### src/hw/spi_regs_macros.svh
`ifndef SPI_REGS_MACROS_SVH
`define SPI_REGS_MACROS_SVH

// frame layout, msb first
// high byte is the register address, low byte the value
`define SPI_FRAME_BITS 16

// field widths inside a frame
`define SPI_ADDR_BITS 8
`define SPI_VAL_BITS 8

// register addresses as seen by the host MCU
// chip-select mux
`define SPI_ADDR_MUX 8

// board LEDs
`define SPI_ADDR_LED 7

// DAC control pins (LDAC, reset, uni/bip A, uni/bip B)
`define SPI_ADDR_DAC 9

// flops per synchronizer chain on the SPI pins
// host holds each sclk level at least 3 cs cycles
`define SPI_SYNC_STAGES 2

`endif

### src/hw/periph_pkg.sv
package periph_pkg;

  // one bit per peripheral select
  // set bit routes the host slave select to that peripheral
  typedef logic [7:0] mux_sel_t;

  // LED drive word
  typedef logic [7:0] led_t;

  // DAC control pins
  // [3] LDAC
  // [2] reset
  // [1] uni/bip A
  // [0] uni/bip B
  typedef logic [3:0] dac_ctl_t;

  // bit positions in dac_ctl_t
  localparam int DAC_LDAC_BIT  = 3;
  localparam int DAC_RST_BIT   = 2;
  localparam int DAC_UBIP_A    = 1;
  localparam int DAC_UBIP_B    = 0;

  // sanity on the positions, all within the word
  localparam int DAC_CTL_BITS  = $bits(dac_ctl_t);

endpackage

### src/hw/spi_frame_pkg.sv
package spi_frame_pkg;

  // whole frame as it sits in the shift register
  typedef logic [15:0] frame_t;

  // high byte of a frame
  typedef logic [7:0] reg_addr_t;

  // low byte of a frame
  typedef logic [7:0] reg_val_t;

  // bits seen in a frame, must reach 17 to catch overlong frames
  typedef logic [4:0] bit_cnt_t;

  // receiver state
  typedef enum logic [1:0] {
    // slave select high, waiting
    RX_IDLE  = 2'd0,
    // slave select low, special low, taking bits
    RX_SHIFT = 2'd1,
    // special seen during this frame, drop it
    RX_SKIP  = 2'd2
  } rx_state_t;

endpackage

### src/hw/cs_fanout.sv
module cs_fanout
  import periph_pkg::*;
(
  input  logic     cs,
  input  logic     rst_n,
  input  mux_sel_t reg_mux,
  input  logic     ss_n_sync,
  output mux_sel_t periph_cs_n
);

  // selected bits follow the host slave select
  // unselected bits stay high
  mux_sel_t cs_n_d;

  // low only where the mux bit is set and the host select is active
  assign cs_n_d = ~(reg_mux & {$bits(mux_sel_t){~ss_n_sync}});

  // registered so the select lines cannot glitch
  always_ff @(posedge cs or negedge rst_n)
  begin
    if (!rst_n)
      // all peripherals deselected
      periph_cs_n <= '1;
    else
      periph_cs_n <= cs_n_d;
  end

endmodule

### src/hw/periph_reg_bank.sv
module periph_reg_bank
  import spi_frame_pkg::*;
  import periph_pkg::*;
(
  input  logic     cs,
  input  logic     rst_n,
  input  logic     wr_mux,
  input  logic     wr_led,
  input  logic     wr_dac,
  input  reg_val_t wr_val,
  output mux_sel_t reg_mux,
  output led_t     led,
  output dac_ctl_t dac_ctl
);

  // register load, one cycle after its strobe
  always_ff @(posedge cs or negedge rst_n)
  begin
    if (!rst_n)
    begin
      reg_mux <= '0;
      led     <= '0;
      dac_ctl <= '0;
    end
    else
    begin
      if (wr_mux)
        reg_mux <= mux_sel_t'(wr_val);
      if (wr_led)
        led <= led_t'(wr_val);
      // only the low nibble means anything to the DAC
      if (wr_dac)
        dac_ctl <= wr_val[DAC_CTL_BITS-1:0];
    end
  end

  // no register moves without its own strobe
  a_mux_only_on_wr : assert property (@(posedge cs) disable iff (!rst_n)
    !$stable(reg_mux) |-> $past(wr_mux));

  a_led_only_on_wr : assert property (@(posedge cs) disable iff (!rst_n)
    !$stable(led) |-> $past(wr_led));

  a_dac_only_on_wr : assert property (@(posedge cs) disable iff (!rst_n)
    !$stable(dac_ctl) |-> $past(wr_dac));

endmodule

### src/hw/reg_write_decode.sv
`include "spi_regs_macros.svh"

module reg_write_decode
  import spi_frame_pkg::*;
(
  input  logic      cs,
  input  logic      rst_n,
  input  logic      frame_valid,
  input  reg_addr_t frame_addr,
  input  reg_val_t  frame_val,
  output logic      wr_mux,
  output logic      wr_led,
  output logic      wr_dac,
  output reg_val_t  wr_val,
  output logic      addr_err
);

  // strobes, one cycle after frame_valid
  always_ff @(posedge cs or negedge rst_n)
  begin
    if (!rst_n)
    begin
      wr_mux   <= 1'b0;
      wr_led   <= 1'b0;
      wr_dac   <= 1'b0;
      addr_err <= 1'b0;
    end
    else
    begin
      wr_mux   <= 1'b0;
      wr_led   <= 1'b0;
      wr_dac   <= 1'b0;
      addr_err <= 1'b0;
      if (frame_valid)
      begin
        case (frame_addr)
          reg_addr_t'(`SPI_ADDR_MUX): wr_mux <= 1'b1;
          reg_addr_t'(`SPI_ADDR_LED): wr_led <= 1'b1;
          reg_addr_t'(`SPI_ADDR_DAC): wr_dac <= 1'b1;
          // unknown address, nothing written
          default:                    addr_err <= 1'b1;
        endcase
      end
    end
  end

  // value rides alongside the strobe
  always_ff @(posedge cs)
  begin
    if (frame_valid)
      wr_val <= frame_val;
  end

  a_one_strobe : assert property (@(posedge cs) disable iff (!rst_n)
    $onehot0({wr_mux, wr_led, wr_dac}));

endmodule

### src/hw/spi_frame_rx.sv
`include "spi_regs_macros.svh"

module spi_frame_rx
  import spi_frame_pkg::*;
(
  input  logic      cs,
  input  logic      rst_n,
  input  logic      spi_sclk,
  input  logic      spi_ss_n,
  input  logic      spi_mosi,
  input  logic      spi_special,
  output logic      frame_valid,
  output logic      frame_err,
  output reg_addr_t frame_addr,
  output reg_val_t  frame_val,
  output logic      ss_n_sync
);

  // synchronizer chains, pin enters at bit 0
  logic [`SPI_SYNC_STAGES-1:0] sclk_sq;
  logic [`SPI_SYNC_STAGES-1:0] ss_sq;
  logic [`SPI_SYNC_STAGES-1:0] mosi_sq;
  logic [`SPI_SYNC_STAGES-1:0] special_sq;

  // previous synchronized levels for edge detect
  logic      sclk_d;
  logic      ss_d;
  logic      sclk_s;
  logic      mosi_s;
  logic      special_s;
  logic      sclk_fall;
  logic      ss_fall;
  logic      ss_rise;

  frame_t    shift_q;
  bit_cnt_t  cnt_q;
  rx_state_t state_q;
  rx_state_t state_d;

  always_ff @(posedge cs or negedge rst_n)
  begin
    if (!rst_n)
    begin
      // slave select idles high
      sclk_sq    <= '0;
      ss_sq      <= '1;
      mosi_sq    <= '0;
      special_sq <= '0;
      sclk_d     <= 1'b0;
      ss_d       <= 1'b1;
    end
    else
    begin
      sclk_sq    <= {sclk_sq[`SPI_SYNC_STAGES-2:0], spi_sclk};
      ss_sq      <= {ss_sq[`SPI_SYNC_STAGES-2:0], spi_ss_n};
      mosi_sq    <= {mosi_sq[`SPI_SYNC_STAGES-2:0], spi_mosi};
      special_sq <= {special_sq[`SPI_SYNC_STAGES-2:0], spi_special};
      sclk_d     <= sclk_s;
      ss_d       <= ss_n_sync;
    end
  end

  assign sclk_s    = sclk_sq[`SPI_SYNC_STAGES-1];
  assign ss_n_sync = ss_sq[`SPI_SYNC_STAGES-1];
  assign mosi_s    = mosi_sq[`SPI_SYNC_STAGES-1];
  assign special_s = special_sq[`SPI_SYNC_STAGES-1];

  // data sampled on sclk falling edge
  assign sclk_fall = sclk_d & ~sclk_s;
  assign ss_fall   = ss_d & ~ss_n_sync;
  assign ss_rise   = ~ss_d & ss_n_sync;

  always_comb
  begin
    state_d = state_q;
    case (state_q)
      RX_IDLE:
      begin
        if (ss_fall)
          state_d = special_s ? RX_SKIP : RX_SHIFT;
      end
      RX_SHIFT:
      begin
        // end of frame wins over a late special
        if (ss_rise)
          state_d = RX_IDLE;
        else if (special_s)
          state_d = RX_SKIP;
      end
      RX_SKIP:
      begin
        if (ss_rise)
          state_d = RX_IDLE;
      end
      default:
        state_d = RX_IDLE;
    endcase
  end

  always_ff @(posedge cs or negedge rst_n)
  begin
    if (!rst_n)
    begin
      state_q     <= RX_IDLE;
      cnt_q       <= '0;
      frame_valid <= 1'b0;
      frame_err   <= 1'b0;
    end
    else
    begin
      state_q     <= state_d;
      // one pulse per closed frame, count decides which
      frame_valid <= (state_q == RX_SHIFT) && ss_rise && !special_s &&
                     (cnt_q == bit_cnt_t'(`SPI_FRAME_BITS));
      frame_err   <= (state_q == RX_SHIFT) && ss_rise && !special_s &&
                     (cnt_q != bit_cnt_t'(`SPI_FRAME_BITS));
      if (state_q == RX_IDLE && ss_fall)
        cnt_q <= '0;
      else if (state_q == RX_SHIFT && sclk_fall &&
               cnt_q != bit_cnt_t'(`SPI_FRAME_BITS + 1))
        // saturate one past a full frame
        cnt_q <= cnt_q + 1'b1;
    end
  end

  // shift word, only moves inside a live frame
  always_ff @(posedge cs)
  begin
    if (state_q == RX_SHIFT && sclk_fall)
      shift_q <= {shift_q[`SPI_FRAME_BITS-2:0], mosi_s};
  end

  // held stable while idle, so valid on the pulse
  assign frame_addr = shift_q[`SPI_FRAME_BITS-1 -: `SPI_ADDR_BITS];
  assign frame_val  = shift_q[`SPI_VAL_BITS-1:0];

  // a closed frame is either good or bad
  a_valid_err_excl : assert property (@(posedge cs) disable iff (!rst_n)
    !(frame_valid && frame_err));

endmodule

### src/hw/spi_periph_top.sv
module spi_periph_top
  import spi_frame_pkg::*;
  import periph_pkg::*;
(
  input  logic     cs,
  input  logic     rst_n,
  input  logic     spi_sclk,
  input  logic     spi_ss_n,
  input  logic     spi_mosi,
  input  logic     spi_special,
  output led_t     led,
  output dac_ctl_t dac_ctl,
  output mux_sel_t periph_cs_n,
  output logic     frame_err,
  output logic     addr_err
);

  // receiver to decoder
  logic      frame_valid;
  reg_addr_t frame_addr;
  reg_val_t  frame_val;
  logic      ss_n_sync;

  // decoder to register bank
  logic      wr_mux;
  logic      wr_led;
  logic      wr_dac;
  reg_val_t  wr_val;

  // register bank to fanout
  mux_sel_t  reg_mux;

  spi_frame_rx u_rx (
    .cs          (cs),
    .rst_n       (rst_n),
    .spi_sclk    (spi_sclk),
    .spi_ss_n    (spi_ss_n),
    .spi_mosi    (spi_mosi),
    .spi_special (spi_special),
    .frame_valid (frame_valid),
    .frame_err   (frame_err),
    .frame_addr  (frame_addr),
    .frame_val   (frame_val),
    .ss_n_sync   (ss_n_sync)
  );

  reg_write_decode u_dec (
    .cs          (cs),
    .rst_n       (rst_n),
    .frame_valid (frame_valid),
    .frame_addr  (frame_addr),
    .frame_val   (frame_val),
    .wr_mux      (wr_mux),
    .wr_led      (wr_led),
    .wr_dac      (wr_dac),
    .wr_val      (wr_val),
    .addr_err    (addr_err)
  );

  periph_reg_bank u_regs (
    .cs      (cs),
    .rst_n   (rst_n),
    .wr_mux  (wr_mux),
    .wr_led  (wr_led),
    .wr_dac  (wr_dac),
    .wr_val  (wr_val),
    .reg_mux (reg_mux),
    .led     (led),
    .dac_ctl (dac_ctl)
  );

  // transparent SPI routing to the board peripherals
  cs_fanout u_fanout (
    .cs          (cs),
    .rst_n       (rst_n),
    .reg_mux     (reg_mux),
    .ss_n_sync   (ss_n_sync),
    .periph_cs_n (periph_cs_n)
  );

endmodule

### config.mk
export PLATFORM = sky130hd
export DESIGN_NAME = spi_periph_top
export DESIGN_NICKNAME = d
export VERILOG_FILES = /design/src/hw/periph_pkg.sv /design/src/hw/spi_frame_pkg.sv /design/src/hw/cs_fanout.sv /design/src/hw/periph_reg_bank.sv /design/src/hw/reg_write_decode.sv /design/src/hw/spi_frame_rx.sv /design/src/hw/spi_periph_top.sv
export VERILOG_INCLUDE_DIRS = /design/src /design/src/hw
export SDC_FILE = /design/constraint.sdc
export NUM_CORES = 1
export LEC_CHECK = 0
export ABC_AREA = 1
export BUFFER_PORTS_ARGS = -buffer_cell sky130_fd_sc_hd__buf_2
export CAP_MARGIN = 20
export CORE_ASPECT_RATIO = 1.25
export CORE_MARGIN = 2
export CORE_UTILIZATION = 57
export DETAILED_ROUTE_END_ITERATION = 7
export GPL_ROUTABILITY_DRIVEN = 0
export PLACE_DENSITY = 0.77
export SYNTH_ARGS = -nofsm -noshare
export SYNTH_HDL_FRONTEND = slang
export SYNTH_SLANG_ARGS = --single-unit
### constraint.sdc
create_clock -name cs -period 1.55 [get_ports cs]
set_input_delay 0.31 -clock cs [delete_from_list [all_inputs] [get_ports cs]]
set_output_delay 0.31 -clock cs [all_outputs]
set_load 0.05 [all_outputs]
## After elaboration in Yosys (flattened, before gate mapping)

Cells that the tools add are included.
W data, S select, Z words.

- Input port bits: 6
- Output and inout bits: 22
- Register bits: 75

- Multiplexer cells: 16
- Equality and inequality tests: 11
- Add/sub/neg operators: 1
- Bitwise gates (word level): 8
- Reductions and logical operators: 12

Operator list:

| kind | count |
|---|---|
| $eq A8 B4 Y1 const B | 2 |
| $mux W2 | 5 |
| $mux W5 | 2 |
| $ne A5 B5 Y1 const B | 2 |
| $and A8 B8 Y8 | 1 |
| $eq A8 B3 Y1 const B | 1 |
| $mux W1 | 8 |
| $not A8 Y8 | 1 |
| $logic_and A1 B1 Y1 | 7 |
| $pmux W2 S3 | 1 |
| $add A5 B1 Y5 const B | 1 |
| $eq A5 B5 Y1 const B | 1 |
| $ne A2 B1 Y1 const B | 2 |
| $and A1 B1 Y1 | 3 |
| $ne A3 B1 Y1 const B | 1 |
| $not A1 Y1 | 3 |
| $reduce_and A3 Y1 | 1 |
| $reduce_or A3 Y1 | 1 |
| $eq A2 B1 Y1 const B | 1 |
| $eq A2 B2 Y1 const B | 1 |
| $logic_not A2 Y1 | 1 |
| $reduce_bool A2 Y1 | 1 |
| $logic_not A1 Y1 | 1 |

## Depth between registers and ports, before layout

- Depth in word-level cells: 6
- Mapped depth: 7
- Mapped depth without buffers: 7

## Hierarchy

A second synthesis with hierarchy kept.

- Cells, all modules: 250
- Area, all modules: 2,773.9 sq um

Modules (own cells, without submodules):

| module | seq. area each (sq um) | times used | cells an instance | area an instance (sq um) |
|---|---|---|---|---|
| spi_frame_rx | 959.7 | 1 | 107 | 1,318.8 |
| periph_reg_bank | 500.5 | 1 | 85 | 759.5 |
| reg_write_decode | 340.3 | 1 | 41 | 451.7 |
| cs_fanout | 210.2 | 1 | 17 | 244.0 |

## Least setup slack after synthesis

Ideal clock, no wire load.

- Path type: register to register
- Start point: reg u_rx.state_q[1]
- End point: reg u_rx.cnt_q[2]
- Data required time: 1.432 ns
- Setup slack: 0.285 ns
- Stages on the path, launching flop included: 7
- Period minus slack after synthesis: 1.265 ns
- Arrival: 1.147 ns
- Cells stage by stage: dfrtp_1 inv_2 nand2_2 nor2_4 nand2_2 nand3_1 nand2_1

- Cells in the longest elaborated chain, start to end: 4
- Elaborated cells on any way between the ends: 7

Ends and longest elaborated chain:

| element | RTL line | text |
|---|---|---|
| start, declared | spi_frame_rx.sv:37 | `rx_state_t state_q;` |
| start signal, assigned | spi_frame_rx.sv:111 | `state_q <= state_d;` |
| $eq A2 B1 Y1 | spi_frame_rx.sv:119 | `else if (state_q == RX_SHIFT && sclk_fall &&` |
| $logic_and A1 B1 Y1 (2 in a row) | spi_frame_rx.sv:119 |  |
| $reduce_bool A2 Y1 (no line) | n/a |  |
| end signal, assigned | spi_frame_rx.sv:122 | `cnt_q <= cnt_q + 1'b1;` |
| end, declared | spi_frame_rx.sv:36 | `bit_cnt_t cnt_q;` |

Parallel ways exist; a longest one is shown, timed or not.
A chain may end at the register's enable or synchronous reset.

## Final worst setup path

- Start point: reg u_rx.state_q[1]
- End point: reg u_rx.cnt_q[4]

Same word-level chain as after synthesis.

==> results.tsv <==
stage	metric	value	unit
status	status	complete, no violations	
floorplanning	DIE WIDTH	65.9	µm
worst_setup_path	CP max stage cell	dfrtp_1	
hold_path	HP Class	in2reg	
synth	Syn Area/Cell	14.2	µm²
final_layout	Multi-input gate area	633	µm²
sta	final hold vios	0	
worst_setup_path	Critical Path Start Type	register	
hold_path	min-delay src	spi_ss_n	
global_routing	number of global-route vias before repair	1484	
final_layout	register area	2010	µm²
cts	CTS H-tree lvls	3	
synth	Post-Syn Area	2730	µm²
pwr	Worst VDD drop	0.000683	V
floorplanning	Die ar.	5360	µm²
floorplanning	initial core utilization	58.6	%
sta	TNS Setup	0	ps
synth	top cell type's share of synthesized area	36.7	%
synth	most frequent cell after synthesis	dfrtp_1	
final_layout	Synth-to-Final Area Change	14.0	%
worst_setup_path	Crit. End Element	register	
global_routing	largest net degree at the start of global routing	22	
floorplanning	Top Ports	28	
flow_run	Max-Cap Viols	0	
pwr	Leakage	0.00144	µW
synth	synthesized flop and latch total	75	
global_routing	global route total overflow	0	
routing	detailed-route vias per instance	5.09	
global_routing	first-pass GRT wire length	6570	µm
routing	drt drc	0	
pwr	P per Cell Area	1120	nW/µm²
cts	Max Root-Sink Buffers	2	
synth	Seq/Total Area, Yosys	73.7	%
final_layout	share of layout cells above drive strength 1	29.8	%
synth	Mapped Cells	192	
cts	worst skew pair latency	340	ps
cts	clock sink count	75	
synth	ys async rst share	68.0	%
cts	post-CTS sizing	0	
worst_setup_path	Cell Chain, Critical Path	inv_2 -> nand2_2 -> nor2_4 -> nand2_2 -> nand3_1 -> nand2_1	
synth	top cell type by total area after synthesis	dfrtp_1	
sta	Slew Limit Fails	0	
floorplanning	Core Rows	28	
place	Buffers on Ports	27	
cts	cts bufs inserted	9	
synth	Synth warnings	0	
worst_setup_path	Crit path required time	1770	ps
synth	top_reg_cell synth	dfrtp_1	
final_layout	n_diodes	0	
worst_setup_path	Critical Path Start	u_rx.state_q[1]	
cts	CTS Root Cell	clkbuf_8	
worst_setup_path	biggest cell delay along the critical path	430	ps
worst_setup_path	most used cell, CP	nand2_2	
sta	min Tclk post-route	1420	ps
final_layout	fillcell total	345	
synth	library cells used by synthesis	25	
sta	final period utilization	91.6	%
routing	ANT nets after route	0	
routing	DRT Wirelength	3910	µm
routing	Detailed Route Iter0 Violations	61	
floorplanning	die height	81.4	µm
sta	Max Clk Rate	0.704	GHz
cts	number of buffers added for setup after CTS	0	
final_layout	Finished Core Util	66.8	%
sta	Clock Skew	6.95	ps
cts	clock-pin slew of the registers on the worst-case setup and hold paths	70	ps
routing	drt wl/cell	13.3	µm
global_routing	Tot GR Track Use	17.3	%
synth	largest cells by area after synthesis	dfrtp_1, edfxtp_1, dfstp_2, mux2_1, nand2_1	
global_routing	initial antenna violation count	0	
sta	worst hold slack	67.5	ps
final_layout	nets	239	
cts	CTS tree	done	
worst_setup_path	Reg-to-Reg Start	u_rx.state_q[1]	
synth	post-synthesis net count	201	
place	Post-DP HPWL	2760	µm
worst_setup_path	Crit Path Max Fanout	17	
routing	DR vias	1503	
cts	hold_buf cts	1	
sta	setup violators final	0	
routing	drt first pass iters	4	
sta	slew margin rel.	69.6	%
sta	worst-margin pin slew	454	ps
worst_setup_path	Critical Path AT	1640	ps
synth	top cells by count, synth	dfrtp_1, nand2_1, edfxtp_1	
worst_setup_path	CP Class	reg2reg	
floorplanning	Core ar.	4660	µm²
synth	count of flip-flops with a built-in enable after synthesis	24	
sta	RSZ-0062 raised after global routing	no	
cell type report:
class	count	area share, %
flip-flops and latches	75	64.6
inverters	17	2.05
clock buffers	10	4.42
repair buffers	30	5.15
multi-input cells	97	20.3
well taps	60	2.41
clock inverters	6	1.01
metrics by stage:
step           instance area [µm²]  std cells  power [µW]  worst slack, ps
2_1_floorplan                 2730        192        2220              285
3_3_place_gp                  2930        278        2270              184
3_5_place_dp                  2930        278        2280              116
4_1_cts                       3110        295        3550              111
5_1_grt                       3110        295        3660             4.00
6_report                      3110        295        3500              130
worst max-delay path: cells and delay by family (launching register included):
family	cells	cell delay (ps)
AND/OR/NAND/NOR	5	780
flip-flops	1	430
buffers and inverters	1	100
cell families after synthesis:
| kind of cell | after synthesis | share of synthesized area [%] |
|---|---|---|
| DFF | 75 | 73.7 |
| and+or+nand+nor | 71 | 12.8 |
| AOI/OAI and AO/OA | 2 | 0.413 |
| buffers and inverters | 20 | 3.12 |
| adders and majority gates | 3 | 1.38 |
| muxes | 20 | 8.25 |
| xor gates and xnor gates | 1 | 0.321 |
registers in the layout (all words and copies together) (netlist names), 2 cells and up:
register,count
u_fanout.periph_cs_n,8
u_dec.wr_val,8
u_regs.led,8
u_rx.cnt_q,5
u_regs.reg_mux,8
u_regs.dac_ctl,4
u_rx.ss_sq,2
u_rx.mosi_sq,2
u_rx.shift_q,16
u_rx.special_sq,2
u_rx.sclk_sq,2
u_rx.state_q,2
cells in the final DEF, fill, tap and decap left out, types with 2 or more instances in the layout:
cell type and instances:
clkbuf_8 10, buf_2 27, nor2_1 9, nor2_4 3, clkinv_1 2, mux2_1 16
inv_2 3, nand4_1 2, nor2_2 2, mux2_2 4, dfrtp_1 40, dfstp_2 11
clkinv_2 3, inv_1 14, nand2_2 2, nor3_1 2, nand3_1 12, buf_4 2
ha_1 3, nand2_1 35, edfxtp_1 24
layer usage:
metal	GRT usage, %	share of wire, %	vias up
li1	-	-	715
met1	18.8	41	740
met2	29.3	52	39
met3	5.40	4.9	9
met4	10.8	2.3	0
met5	0	0	-
power breakdown:
part | internal [µW] | leakage (µW) | switching, µW
registers | 2080 | 0.000873 | 30.8
clock network | 607 | 0.0000909 | 654
logic | 39.3 | 0.000476 | 88.9
total | 2720 | 0.00144 | 773
path summary, 6_finish.rpt:
| path | endpoint | slack (ps) | cells after the start |
|---|---|---|---|
| worst min-delay path | u_rx.ss_sq[0] | 70 | 1 |
| max in group asynchronous | u_rx.mosi_sq[1] | 550 | 3 |
| min in group asynchronous | u_regs.led[2] | 400 | 2 |
| worst min register to register | u_rx.sclk_sq[1] | 350 | 0 |
| worst max-delay path | u_rx.cnt_q[4] | 130 | 6 |
| worst max register to register | u_rx.cnt_q[4] | 130 | 6 |
Power figures use the tool's default switching activity.
